$ cat config.mk
export PLATFORM = sky130hd
export DESIGN_NAME = host_ctrl
export DESIGN_NICKNAME = d
export VERILOG_FILES = /design/src/design/regex_pkg.sv /design/src/design/host_ctrl.sv
export SDC_FILE = /design/constraint.sdc
export NUM_CORES = 1
export LEC_CHECK = 0
export ABC_AREA = 1
export ABC_CLOCK_PERIOD_IN_PS = 1200
export BUFFER_PORTS_ARGS = -buffer_cell sky130_fd_sc_hd__buf_2
export CAP_MARGIN = 20
export CORE_AREA = 5 5 92 94
export CTS_BUF_LIST = sky130_fd_sc_hd__clkbuf_4 sky130_fd_sc_hd__clkbuf_8
export DETAILED_ROUTE_END_ITERATION = 6
export DIE_AREA = 0 0 97 99
export GPL_ROUTABILITY_DRIVEN = 0
export GPL_TIMING_DRIVEN = 0
export PLACE_DENSITY_LB_ADDON = 0.08
export SLEW_MARGIN = 20
export SYNTH_ARGS = -nofsm -noshare
export SYNTH_HDL_FRONTEND = slang
export SYNTH_SLANG_ARGS = --single-unit
$ cat constraint.sdc
create_clock -name clk -period 1.2 [get_ports clk]
set_input_delay 0.06 -clock clk [delete_from_list [all_inputs] [get_ports clk]]
set_output_delay 0.06 -clock clk [all_outputs]
set_load 0.03 [all_outputs]
$ cat src/design/regex_pkg.sv
`default_nettype none

package regex_pkg;

    ////////////////////////////////////////
    // widths
    ////////////////////////////////////////

    localparam int reg_width       = 32;
    localparam int mem_addr_width  = 11;
    localparam int mem_data_width  = 16;
    // two parity bits on top of the payload
    localparam int mem_store_width = 18;
    localparam int mem_depth       = 1 << mem_addr_width;
    localparam int char_width      = 8;

    ////////////////////////////////////////
    // register encodings
    ////////////////////////////////////////

    typedef enum logic [reg_width-1:0] {
        cmd_nop   = 32'd0,
        cmd_write = 32'd1,
        cmd_read  = 32'd2,
        cmd_reset = 32'd3,
        cmd_start = 32'd4
    } cmd_e;

    typedef enum logic [reg_width-1:0] {
        status_idle     = 32'd0,
        status_running  = 32'd1,
        status_accepted = 32'd2,
        status_rejected = 32'd3
    } status_e;

    // upper byte of an instruction word, operand in the lower byte
    typedef enum logic [7:0] {
        op_char   = 8'd1,
        op_any    = 8'd2,
        op_eot    = 8'd3,
        op_accept = 8'd4
    } opcode_e;

    ////////////////////////////////////////
    // memory port structs
    ////////////////////////////////////////

    typedef struct packed {
        logic                      valid;
        logic [mem_addr_width-1:0] addr;
    } mem_req_t;

    // data covers two words, low half at the even address
    typedef struct packed {
        logic                      en;
        logic [mem_addr_width-1:0] addr;
        logic [reg_width-1:0]      data;
    } mem_wr_t;

endpackage

`default_nettype wire
$ cat src/design/host_ctrl.sv
`default_nettype none

module host_ctrl (
    input  logic                                 clk,
    input  logic                                 reset,
    input  regex_pkg::cmd_e                      cmd,
    input  logic [regex_pkg::reg_width-1:0]      address,
    input  logic [regex_pkg::reg_width-1:0]      data_in,
    input  logic [regex_pkg::reg_width-1:0]      start_cc,
    output regex_pkg::status_e                   status,
    output logic                                 core_reset,
    output regex_pkg::mem_wr_t                   wr,
    output regex_pkg::mem_req_t                  rd,
    input  regex_pkg::mem_req_t                  cop_req,
    output logic                                 mem_grant,
    output logic                                 start_ready,
    output logic [regex_pkg::mem_addr_width-1:0] cop_cc_pointer,
    input  logic                                 start_valid,
    input  logic                                 finish,
    input  logic                                 accept
);

    regex_pkg::status_e status_next;

    assign cop_cc_pointer = start_cc[regex_pkg::mem_addr_width-1:0];

    ////////////////////////////////////////
    // status register
    ////////////////////////////////////////

    // cmd_reset clears status from any state
    always_ff @(posedge clk)
    begin
        if (reset || cmd == regex_pkg::cmd_reset)
        begin
            status <= regex_pkg::status_idle;
        end
        else
        begin
            status <= status_next;
        end
    end

    ////////////////////////////////////////
    // command decode and memory port mux
    ////////////////////////////////////////

    always_comb
    begin
        status_next = status;
        core_reset  = reset;
        wr.en       = 1'b0;
        wr.addr     = address[regex_pkg::mem_addr_width-1:0];
        wr.data     = data_in;
        rd          = '0;
        mem_grant   = 1'b0;
        start_ready = 1'b0;

        case (status)
            regex_pkg::status_idle:
            begin
                // commands only decoded while idle
                case (cmd)
                    regex_pkg::cmd_write:
                    begin
                        wr.en = 1'b1;
                    end
                    regex_pkg::cmd_read:
                    begin
                        rd.valid = 1'b1;
                        rd.addr  = address[regex_pkg::mem_addr_width-1:0];
                    end
                    regex_pkg::cmd_reset:
                    begin
                        core_reset = 1'b1;
                    end
                    regex_pkg::cmd_start:
                    begin
                        start_ready = 1'b1;
                        mem_grant   = 1'b1;
                        rd          = cop_req;
                        if (start_valid)
                        begin
                            status_next = regex_pkg::status_running;
                        end
                    end
                    default: ;
                endcase
            end
            regex_pkg::status_running:
            begin
                // coprocessor owns the read port
                mem_grant = 1'b1;
                rd        = cop_req;
                if (finish)
                begin
                    if (accept)
                    begin
                        status_next = regex_pkg::status_accepted;
                    end
                    else
                    begin
                        status_next = regex_pkg::status_rejected;
                    end
                end
            end
            default: ;
        endcase
    end

endmodule

`default_nettype wire

### Yosys cells after proc, flatten, opt, wreduce, memory -nomap -nowiden

Cells that the tools add are included.

* register bits: 32
* input bits: 145
* logic and storage cells: 27

* equality and inequality tests: 8
* multiplexer cells: 14
* reduce and logical (&&, ||, !) cells: 4

Operator list (number)
* $mux W32: 3
* $eq A32 B1 Y1 const B: 2
* $eq A32 B2 Y1 const B: 2
* $pmux W32 S2: 1
* $pmux W12 S2: 2
* $eq A32 B3 Y1 const B: 1
* $logic_not A32 Y1: 1
* $mux W1: 7
* $ne A2 B2 Y1 const B: 3
* $reduce_and A4 Y1: 1
* $pmux W1 S2: 1
* $reduce_bool A2 Y1: 1
* $logic_or A1 B1 Y1: 1

### Logic depth before layout (Yosys ltp)

* depth after elaboration: 3
* mapped depth: 8

### Worst setup path after synthesis

OpenSTA, ideal clock, no wires.

* kind: flip-flop to output port
* start: reg status[0]
* end: out rd[0] (netlist name)
* arrival time: 1.436 ns
* required time: 1.140 ns
* slack: -0.296 ns
* stages on the path, launching flop included: 9
* buffers on the path: 1
* cells stage by stage: dfxtp_1 > nor2_4 > nand3_2 > nor2_2 > nand4_2 > nand2_2 > buf_6 > nand2_1 > nand2_1

RTL lines
* from (decl): line host_ctrl.sv:10 `output regex_pkg::status_e status,`
* from (signal assigned): line host_ctrl.sv:36 `status <= regex_pkg::status_idle;`
* from (signal assigned): line host_ctrl.sv:40 `status <= status_next;`
* to (decl): line host_ctrl.sv:13 `output regex_pkg::mem_req_t rd,`

==> out/qor.txt <==
Status -> finished, violations left
Violated checks -> setup timing
Largest net degree at the start of global routing -> 11
Placed cell count -> 446
Syn avg cell area -> 6.17 sq um
Worst Min Path Start -> finish
Clk buf depth -> 2
Global-route wire length before repair -> 6.70 mm
Sequential Power Share -> 0.054
MaxCap Viol Count -> 0
Die area -> 9600 sq um
Final setup violation count -> 17
Worst Setup Slack, final -> -0.352 ns
H-tree lvl count -> 1
Vias in the first global route -> 1494
Worst hold path class -> input port to register
VDD IR max -> 0.359 mV
NetSw -> 0.510 mW
DRT iter0 DRCs -> 6
Port Buf Inserts -> 131
Setup TNS -> -4.98 ns
Gate power share -> 0.686
Clock group share of total power -> 0.260
Slew Limit Fails -> 0
Yosys warning count -> 0
Final hold vios -> 0
Avg Vias per Cell -> 3.32
Die width -> 97 um
Cell Rows -> 32
Most frequent cell after synthesis -> buf_4
Asr flop ratio synth -> 0
Largest registers -> status (2)
Crit. Startpoint -> status[0]
Crit. End Element -> output pin
Worst slack at placement -> -0.347 ns
Synth top area share -> 0.555
Nets@finish -> 506
DRT Wirelength -> 4.55 mm
DR vias -> 1534
Total core area -> 7570 sq um
Clock Skews -> 0.00406 ns
Distinct cells, synth -> 23
Fmax -> 644 MHz
Commonest cells in the netlist -> 84 x buf_4, 32 x nand2_1, 19 x nor2_1
Post-Synthesis Cells -> 184
Drc violations -> 0
Mapped Area -> 1140 sq um
Synth area leaders -> buf_4 56%, nand2_1 11%, nand3_1 7.0%
Syn-to-layout area delta -> 121%
Initial Util -> 0.150
Switching Fraction -> 0.440
Root Buffer -> clkbuf_8
Antenna cell count -> 0
Arr. time, crit path -> 1.49 ns
Final min period -> 1.55 ns
CTS Buf Count -> 3
Dpl hpwl -> 4.10 mm
Fraction of layout cells with a size suffix above 1 -> 0.783
Post-DR wirelength/cell -> 9.85 um
Initial antenna violation count -> 0
Crit Path Category -> register to output pin
Most flops, register -> status
Clk sinks -> 2
Final global-route overflow total -> 0
DRT Pass-1 Iters -> 2
Overall Global Routing Usage -> 0.0818
Clock Latency Late Sink -> 0.21 ns
CTS tree -> done
Critical path required time -> 1.14 ns
Synth area leader -> buf_4
Ys flop type -> dfxtp_1
Reg-to-Reg Start -> status[0]
RSZ-0062 raised after global routing -> true
P per Cell Area -> 462 nW/um^2
Post-synth EDFFs -> 0
Worst-path maximum fanout -> 3
Worst Setup Start Kind -> register
Final std cells w/o fill -> 462
Synth Register Bits -> 2
CTS clk-pin slew, worst paths -> 0.03 ns
Number of flip-flops in the largest register -> 2
Pint -> 0.649 mW
Post-DRT Antenna Nets -> 0
Ports -> 247
Pleak -> 1.47 nW
Period utilization -> 1.29
Die Ht -> 99 um
Sequential-to-total area share from yosys stat -> 0.0352
[cell type report]
cell class                 instances  area [sq um]
timing repair buffer             143           881
sequential                         2          47.5
buffer                            87           667
multi-input combinational        115           702
fill                             829          5060
tap                              102           128
clock buffer                       4          48.8
inverter                           9          36.3
[path summary, 6_finish.rpt]
check        slack, ns         to  depth (start not counted)
min               0.13  status[1]                          3
max              -0.35     wr[43]                          7
min reg2reg       0.52  status[1]                          2
max reg2reg      -0.15  status[0]                          9
[cell usage in the layout (no fill, tap or decap), types with 2 or more instances in the layout]
cell      Yosys  layout
dfxtp_4       0       2
nand3_1      16      15
buf_6         2      23
buf_2         1     111
nand3_2       1       2
conb_1        1      30
inv_1         9       8
nor2_1       19      11
buf_4        84      95
clkbuf_8      0       3
a21oi_1       2       2
nor2_2        2       6
nor2_4        1       5
nand2_1      32       9
nand2_2       1      14
nand2_4       0      10
[logic make-up after synthesis]
kind of cell,share of synthesized area
and+or+nand+nor,0.322
buffers and inverters,0.609
AOI/OAI and AO/OA,0.0308
DFF,0.0352
other,0.00330
[per-stage QoR]
step	power (mW)	utilization	area [sq um]	hold WS, ns
after global placement	0.825	0.283	2140	0.357
after CTS	1.14	0.311	2360	0.128
after detailed placement	0.827	0.283	2140	0.347
after global routing	1.24	0.332	2510	0.180
after floorplan	0.634	-	1360	0.219
final	1.16	0.332	2510	0.128
[worst max-delay path, stage by stage, from the launching register on]
cell and delay, ns:
dfxtp_4 0.34, nor2_4 0.13, buf_4 0.12, buf_6 0.09, inv_4 0.04, nor4_4 0.24
and3_4 0.21, buf_6 0.12
[routing by layer]
metal	up-vias	wire length [um]	GRT usage
li1	811	-	-
met1	622	1560	0.0842
met2	101	2420	0.158
met3	0	577	0.0347
met4	0	0	0.00972
met5	-	0	0
[power groups by stage]
stage | combinational (mW) | sequential (mW) | clock (mW)
4_1_cts | 0.765 | 0.0625 | 0.313
2_1_floorplan | 0.569 | 0.0656 | 0
6_report | 0.795 | 0.0625 | 0.302
3_5_place_dp | 0.761 | 0.0656 | 0
3_3_place_gp | 0.760 | 0.0656 | 0
5_1_grt | 0.846 | 0.0624 | 0.328
[what timing repair did]
item                       CTS  global route
setup endpoints to repair   17            17
pin swaps                    4            17
gates resized for setup     36            26
hold buffers                 0             0
buffers inserted             7             5
No activity file was read; power rests on OpenSTA's default activity.
