==> config.mk <==
export PLATFORM = sky130hd
export DESIGN_NAME = regex_coprocessor
export DESIGN_NICKNAME = d
export VERILOG_FILES = /design/src/design/regex_pkg.sv /design/src/design/regex_coprocessor.sv
export SDC_FILE = /design/constraint.sdc
export NUM_CORES = 1
export LEC_CHECK = 0
export BUFFER_PORTS_ARGS = -buffer_cell sky130_fd_sc_hd__buf_4
export CAP_MARGIN = 20
export CORE_ASPECT_RATIO = 2
export CORE_MARGIN = 2
export CORE_UTILIZATION = 37
export CTS_BUF_LIST = sky130_fd_sc_hd__clkbuf_4
export CTS_CLUSTER_SIZE = 28
export DETAILED_ROUTE_END_ITERATION = 16
export PLACE_DENSITY = 0.67
export SKIP_LAST_GASP = 1
export SYNTH_ARGS = -nofsm -noshare
export SYNTH_HDL_FRONTEND = slang
export SYNTH_SLANG_ARGS = --single-unit
==> constraint.sdc <==
create_clock -name clk -period 4.9 [get_ports clk]
set_input_delay 0.245 -clock clk [delete_from_list [all_inputs] [get_ports clk]]
set_output_delay 0.245 -clock clk [all_outputs]
set_load 0.005 [all_outputs]
==> src/design/regex_pkg.sv <==
`default_nettype none

package regex_pkg;

    ////////////////////////////////////////
    // widths
    ////////////////////////////////////////

    localparam int reg_width       = 32;
    localparam int mem_addr_width  = 11;
    localparam int mem_data_width  = 16;
    // two parity bits on top of the payload
    localparam int mem_store_width = 18;
    localparam int mem_depth       = 1 << mem_addr_width;
    localparam int char_width      = 8;

    ////////////////////////////////////////
    // register encodings
    ////////////////////////////////////////

    typedef enum logic [reg_width-1:0] {
        cmd_nop   = 32'd0,
        cmd_write = 32'd1,
        cmd_read  = 32'd2,
        cmd_reset = 32'd3,
        cmd_start = 32'd4
    } cmd_e;

    typedef enum logic [reg_width-1:0] {
        status_idle     = 32'd0,
        status_running  = 32'd1,
        status_accepted = 32'd2,
        status_rejected = 32'd3
    } status_e;

    // upper byte of an instruction word, operand in the lower byte
    typedef enum logic [7:0] {
        op_char   = 8'd1,
        op_any    = 8'd2,
        op_eot    = 8'd3,
        op_accept = 8'd4
    } opcode_e;

    ////////////////////////////////////////
    // memory port structs
    ////////////////////////////////////////

    typedef struct packed {
        logic                      valid;
        logic [mem_addr_width-1:0] addr;
    } mem_req_t;

    // data covers two words, low half at the even address
    typedef struct packed {
        logic                      en;
        logic [mem_addr_width-1:0] addr;
        logic [reg_width-1:0]      data;
    } mem_wr_t;

endpackage

`default_nettype wire
==> src/design/regex_coprocessor.sv <==
`default_nettype none

module regex_coprocessor (
    input  logic                                 clk,
    input  logic                                 reset,
    output regex_pkg::mem_req_t                  mem_req,
    input  logic                                 mem_grant,
    input  logic [regex_pkg::mem_data_width-1:0] mem_data,
    input  logic                                 start_ready,
    input  logic [regex_pkg::mem_addr_width-1:0] start_cc_pointer,
    output logic                                 start_valid,
    output logic                                 finish,
    output logic                                 accept
);

    typedef enum logic [2:0] {
        st_idle,
        st_fetch_instr,
        st_wait_instr,
        st_fetch_char,
        st_wait_char,
        st_done
    } state_e;

    state_e state;
    state_e state_next;

    logic [regex_pkg::mem_addr_width-1:0] pc;
    logic [regex_pkg::mem_addr_width-1:0] pc_next;
    logic [regex_pkg::mem_addr_width-1:0] cc;
    logic [regex_pkg::mem_addr_width-1:0] cc_next;
    logic                                 accept_q;
    logic                                 accept_next;

    logic [regex_pkg::mem_data_width-1:0] instr_q;
    regex_pkg::opcode_e                   new_op;
    regex_pkg::opcode_e                   held_op;
    logic [regex_pkg::char_width-1:0]     operand;
    logic [regex_pkg::char_width-1:0]     cur_char;

    // fresh instruction while waiting on it, latched copy afterwards
    assign new_op   = regex_pkg::opcode_e'(mem_data[15:8]);
    assign held_op  = regex_pkg::opcode_e'(instr_q[15:8]);
    assign operand  = instr_q[regex_pkg::char_width-1:0];
    assign cur_char = mem_data[regex_pkg::char_width-1:0];

    assign accept = accept_q;

    ////////////////////////////////////////
    // state registers
    ////////////////////////////////////////

    always_ff @(posedge clk)
    begin
        if (reset)
        begin
            state    <= st_idle;
            pc       <= '0;
            cc       <= '0;
            accept_q <= 1'b0;
        end
        else
        begin
            state    <= state_next;
            pc       <= pc_next;
            cc       <= cc_next;
            accept_q <= accept_next;
        end
    end

    always_ff @(posedge clk)
    begin
        if (state == st_wait_instr)
        begin
            instr_q <= mem_data;
        end
    end

    ////////////////////////////////////////
    // next state and memory requests
    ////////////////////////////////////////

    always_comb
    begin
        state_next  = state;
        pc_next     = pc;
        cc_next     = cc;
        accept_next = accept_q;
        mem_req     = '0;
        start_valid = 1'b0;
        finish      = 1'b0;

        case (state)
            st_idle:
            begin
                if (start_ready)
                begin
                    start_valid = 1'b1;
                    pc_next     = '0;
                    cc_next     = start_cc_pointer;
                    accept_next = 1'b0;
                    state_next  = st_fetch_instr;
                end
            end
            st_fetch_instr:
            begin
                mem_req.valid = 1'b1;
                mem_req.addr  = pc;
                // hold the request under back-pressure
                if (mem_grant)
                begin
                    state_next = st_wait_instr;
                end
            end
            st_wait_instr:
            begin
                case (new_op)
                    regex_pkg::op_char,
                    regex_pkg::op_any,
                    regex_pkg::op_eot:
                    begin
                        state_next = st_fetch_char;
                    end
                    regex_pkg::op_accept:
                    begin
                        accept_next = 1'b1;
                        state_next  = st_done;
                    end
                    default:
                    begin
                        // undefined opcode
                        accept_next = 1'b0;
                        state_next  = st_done;
                    end
                endcase
            end
            st_fetch_char:
            begin
                mem_req.valid = 1'b1;
                mem_req.addr  = cc;
                if (mem_grant)
                begin
                    state_next = st_wait_char;
                end
            end
            st_wait_char:
            begin
                accept_next = 1'b0;
                state_next  = st_done;
                case (held_op)
                    regex_pkg::op_char:
                    begin
                        if (cur_char == operand)
                        begin
                            pc_next    = pc + 1'b1;
                            cc_next    = cc + 1'b1;
                            state_next = st_fetch_instr;
                        end
                    end
                    regex_pkg::op_any:
                    begin
                        // terminator does not count as a character
                        if (cur_char != '0)
                        begin
                            pc_next    = pc + 1'b1;
                            cc_next    = cc + 1'b1;
                            state_next = st_fetch_instr;
                        end
                    end
                    regex_pkg::op_eot:
                    begin
                        accept_next = (cur_char == '0);
                    end
                    default:
                    begin
                        accept_next = 1'b0;
                    end
                endcase
            end
            st_done:
            begin
                // one cycle pulse, verdict in accept_q
                finish     = 1'b1;
                state_next = st_idle;
            end
            default:
            begin
                state_next = st_idle;
            end
        endcase
    end

endmodule

`default_nettype wire

Word level (Yosys, flattened, before mapping)
Cells that the tools add are included.
{ "classes": {"addsub": 2, "n_eq_ne": 20, "n_mux": 26, "n_reduce_logical": 9} }
{ "ops": {"columns": ["cell", "count"], "rows": [
  ["one-hot mux 11 bit (2 select lines)", 4],
  ["2-to-1 mux 11 bit", 6],
  ["== test 8 x 2 -> 1 bit (second input constant)", 4],
  ["one-hot mux 12 bit (2 select lines)", 1],
  ["adder 11 x 1 -> 11 bit (second input constant)", 2],
  ["2-to-1 mux 3 bit", 6],
  ["== test 8 x 1 -> 1 bit (second input constant)", 2],
  ["one-hot mux 3 bit (5 select lines)", 1],
  ["== test 8 x 3 -> 1 bit (second input constant)", 1],
  ["== test 8 bit", 1],
  ["logical NOT 8 bit", 1],
  ["inequality test 2 bit (second input constant)", 4],
  ["nonzero test 8 bit", 1],
  ["== test 3 x 2 -> 1 bit (second input constant)", 2],
  ["== test 3 bit (second input constant)", 2],
  ["inequality test 3 bit (second input constant)", 2],
  ["one-hot mux 3 bit (2 select lines)", 1],
  ["AND reduction 3 bit", 2],
  ["2-to-1 mux 1 bit", 5],
  ["AND reduction 5 bit", 1],
  ["== test 3 x 1 -> 1 bit (second input constant)", 1],
  ["logical NOT 3 bit", 1],
  ["inequality test 3 x 2 -> 1 bit (second input constant)", 1],
  ["one-hot mux 1 bit (3 select lines)", 1],
  ["other kinds (4)", 4]
]} }
{ "word_totals": {"reg_bits": 42, "input_bits": 31, "output_inout_bits": 15, "elab_cells": 62} }

Logic depth before layout (Yosys ltp)
{ "depth": {"word_depth": 4, "mapped_depth": 8, "ltp_nobuf": 6} }

Worst setup path after synthesis
No wires, ideal clock.
{ "synth_timing": {"path_type": "flip-flop to flip-flop", "startpoint": "reg state[0]", "endpoint": "reg pc[10] (netlist bit)", "setup_time_ns": 0.116, "t_arrival_ns": 1.679, "required_time_ns": 4.784, "slack_ns": 3.104, "stages_incl_launch_ff": 7, "path_buffers": 1, "period_less_slack_ns": 1.796, "path_cell_list": "dfxtp_1 buf_6 or4b_4 nand2_1 o22ai_4 o311a_1 a41o_1"} }
{ "synth_via": {"elab_chain_len": 3, "elab_cells_between_ends": 9, "cone_classes": "5 x eq/ne; 1 x mux; 3 x reduce/logical"} }
{ "synth_rtl": {"columns": ["item", "line_no", "rtl"], "rows": [
  ["start: declaration", "regex_coprocessor.sv:25", "state_e state;"],
  ["start signal: assignment", "regex_coprocessor.sv:57", "state <= st_idle;"],
  ["start signal: assignment", "regex_coprocessor.sv:64", "state <= state_next;"],
  ["== test 3 bit / logical NOT 3 bit (equally long branches)", "regex_coprocessor.sv:93", "case (state)"],
  ["inequality test 3 x 2 -> 1 bit (no source line), or another cell as far along", null, null],
  ["AND reduction 5 bit (no source line)", null, null],
  ["end signal: assignment", "regex_coprocessor.sv:65", "pc <= pc_next;"],
  ["end: declaration", "regex_coprocessor.sv:28", "logic [regex_pkg::mem_addr_width-1:0] pc;"]
]} }
Several ways; a longest one is shown, not always the timed one.
A chain may end at the register's enable or synchronous reset.

Final worst setup path
{ "layout_timing": {"startpoint": "reg state[1]", "endpoint": "reg cc[0] (netlist bit)"} }
{ "layout_via": {"elab_chain_len": 3, "elab_cells_between_ends": 9, "cone_classes": "5 x eq/ne; 1 x mux; 3 x reduce/logical"} }
{ "layout_rtl": {"columns": ["item", "line_no", "rtl"], "rows": [
  ["== test 3 bit / logical NOT 3 bit (equally long branches)", "regex_coprocessor.sv:93", null],
  ["inequality test 3 x 2 -> 1 bit (no source line), or another cell as far along", null, null],
  ["AND reduction 5 bit (no source line)", null, null],
  ["end signal: assignment", "regex_coprocessor.sv:66", "cc <= cc_next;"],
  ["end: declaration", "regex_coprocessor.sv:30", "logic [regex_pkg::mem_addr_width-1:0] cc;"]
]} }
Several ways; a longest one is shown, not always the timed one.

==> metrics.txt <==
status finished, final reports clean; PwrDens 249.9 nW/µm²; Slew @ Worst Pin 1.025 ns; Flop pwr share 53.3%; Clock Skew 0.01219 ns; f_max 356.8 MHz; hold_buf cts 0; Setup violations, final 0; CTS tree yes; combinational power share 15.2%; Syn Inst Count 270; Worst slew margin 31.58%; Core Rows 42; Post-Route WL 6861 µm; Critical Path End cc[0]; end of the worst register-to-register path cc[0]; Unique masters post-synth 64; worst vdd ir 0.1217 mV; crit path time final 2.803 ns; post-CTS sizing 0; antenna-violating nets left 0; ys async rst share 0%; crit path from state[1]; Setup crit end kind flip-flop; Cell Area, Synth 2546 µm²; clock share of power 31.5%; Hold Path Class input pin to flip-flop; Fill cells 669; Crit path arrival time 3.07 ns; mean post-synth cell area 9.430 µm²; initial antenna violation count 1; Reg clk slew, reported paths 0.12 ns; Pint 546.9 µW; PortBufs 45; final core occ 45.28%; Buffers & Inverters on Critical Path 1; Fin Setup TNS 0 ns; die width 62.66 µm; drt via density 5.706; H-Tree Depth 2; largest net degree at the start of global routing 32; CP Class flip-flop to flip-flop; Initial DRC Count 115; GRT Util Overall 18.68%; DR WL/cell 17.24 µm; number of global-route vias before repair 2,275; Net Sw Power 202.3 µW; critical path, cell by cell or4b_4 > clkinv_4 > a2111oi_4 > a2111oi_0 > a311oi_1; area grow syn2layout 17.74%; Main synth FF type dfxtp_1; post-synth net total 303; Critical Path RT 5.17 ns; CP Max Fanout 21; Vias 2,271; RR Startpoint state[1]; CP startpoint kind flip-flop; Num CTS Buffers 5; DP Wirelength 5106 µm; unrepaired setup endpoints after global routing false; Worst path top cell family by delay compound AO/OA/AOI/OAI gates; Synth warnings 0; global-route wire length before repair 10,980 µm; cell count along the critical path 5; Yosys reg bits 42; Pleak 1.026 nW; Switching Share 27.00%; total core area 6621 µm²; Max-Cap Viols 0; CTS sink cnt 42; Final nets 341; DIE HEIGHT 121.3 µm; postcts setup bufs 0; clock root buffer clkbuf_4; flop2flop setup slack 2.10 ns; Slew Limit Fails 0; crit share post-route 57.20%; slowest CP cell dfxtp_1; grt ovf 0; later-pin clock latency in the skew report 0.36 ns; Post-synth EDFFs 16; DRC viols 0; Max Buffers Root-to-Sink 2; Worst R2R Path Depth 5; Worst path max stage delay 1.02 ns; Initial Utilization 38.45%; layout cells sized above 1 23.62%; sequential area share after synthesis 39.31%; die footprint 7602 µm²; I/O pins 46; final hold vios 0; gpl congestion 0.8273; Detailed Routing Iterations Pass 1 4
-- routing by layer --
metal | wire length, µm | part of all wire (%) | track usage, % | vias to the layer above
met5 | 0 | 0 | 0 | -
met4 | 254 | 3.7 | 12.50 | 0
met2 | 3888 | 57 | 34.34 | 57
li1 | - | - | - | 1108
met3 | 232 | 3.4 | 3.340 | 18
met1 | 2485 | 36 | 18.82 | 1088
-- registers in the layout, summed over array words and instances, names as in the netlist --
name	flops
cc	11
accept	1
instr_q	16
pc	11
state	3
-- worst min-delay path by stage --
stage | from | to | slack, ns | depth (start not counted)
2_1_floorplan | mem_data[0] | instr_q[0] | 0.34 | 0
3_3_place_gp | mem_data[11] | instr_q[11] | 0.44 | 1
3_5_place_dp | mem_data[14] | instr_q[14] | 0.44 | 1
4_1_cts | mem_data[14] | instr_q[14] | 0.05 | 1
5_1_grt | mem_data[14] | instr_q[14] | 0.04 | 1
6_report | mem_data[14] | instr_q[14] | 0.07 | 1
-- final cells by class --
cell class / count / area, µm² / share of cell area [%]
multi-input combinational: 205 / 1421 / 47.41
sequential: 42 / 1001 / 33.39
timing repair buffer: 46 / 345.3 / 11.52
tap: 88 / 110.1 / 3.673
clock buffer: 7 / 52.55 / 1.753
inverter: 8 / 35.03 / 1.169
clock inverter: 1 / 30.03 / 1.002
antenna: 1 / 2.502 / 0.08347
-- cell families after synthesis --
group	after synthesis	synth area share, %
compound gates	72	23.59
xor+xnor	8	2.752
fa+ha+maj	2	0.9826
buf+inv	23	4.865
flops	42	39.31
mux	12	4.767
simple gates	111	23.74
-- cell usage in the layout, fill, tap and decap left out, drive strengths merged, types with 4 or more instances in the layout --
cell / netlist / routed
buf: 10 / 46
inv: 7 / 7
dfxtp: 26 / 26
clkbuf: 5 / 7
xor2: 8 / 8
and3: 4 / 4
a211oi: 5 / 5
mux2i: 11 / 11
nor2: 32 / 32
a21oi: 14 / 14
o21ai: 10 / 10
a31oi: 4 / 4
o311ai: 6 / 6
o32ai: 6 / 6
o31ai: 4 / 4
nand2: 24 / 24
nand3: 10 / 10
edfxtp: 16 / 16
nor3b: 4 / 4
nor4: 9 / 9
nor3: 9 / 9
-- power by group through the flow --
stage                     Sequential, mW  Clock (mW)  Combinational (mW)
after detailed placement           0.407           0               0.113
after floorplan                    0.396           0              0.0805
after global routing               0.402       0.254               0.124
final                              0.399       0.236               0.114
after CTS                          0.399       0.241               0.113
after global placement             0.406           0               0.111
-- cell usage after synthesis, drive strengths merged (7+ instances only) --
master	instances	area, µm²
a21oi	14	73.82
buf	10	70.06
dfxtp	26	520.5
edfxtp	16	480.5
inv	7	26.28
mux2i	11	110.1
nand2	24	90.09
nand3	10	50.05
nor2	32	120.1
nor3	9	45.04
nor4	9	98.84
o21ai	10	53.80
xor2	8	70.07
-- per-stage QoR --
stage          total power [mW]  instance area [µm²]  setup WS [ns]  hold slack (ns)  std cells
2_1_floorplan            0.4762                 2546          3.104           0.3439        270
3_3_place_gp             0.5176                 2905          2.247           0.4379        388
3_5_place_dp             0.5195                 2905          2.172           0.4353        388
4_1_cts                  0.7533                 2988          2.154          0.04589        396
5_1_grt                  0.7801                 2998          1.907          0.03819        398
6_report                 0.7492                 2998          2.097          0.06927        398
(Power assumes the default switching activity.)
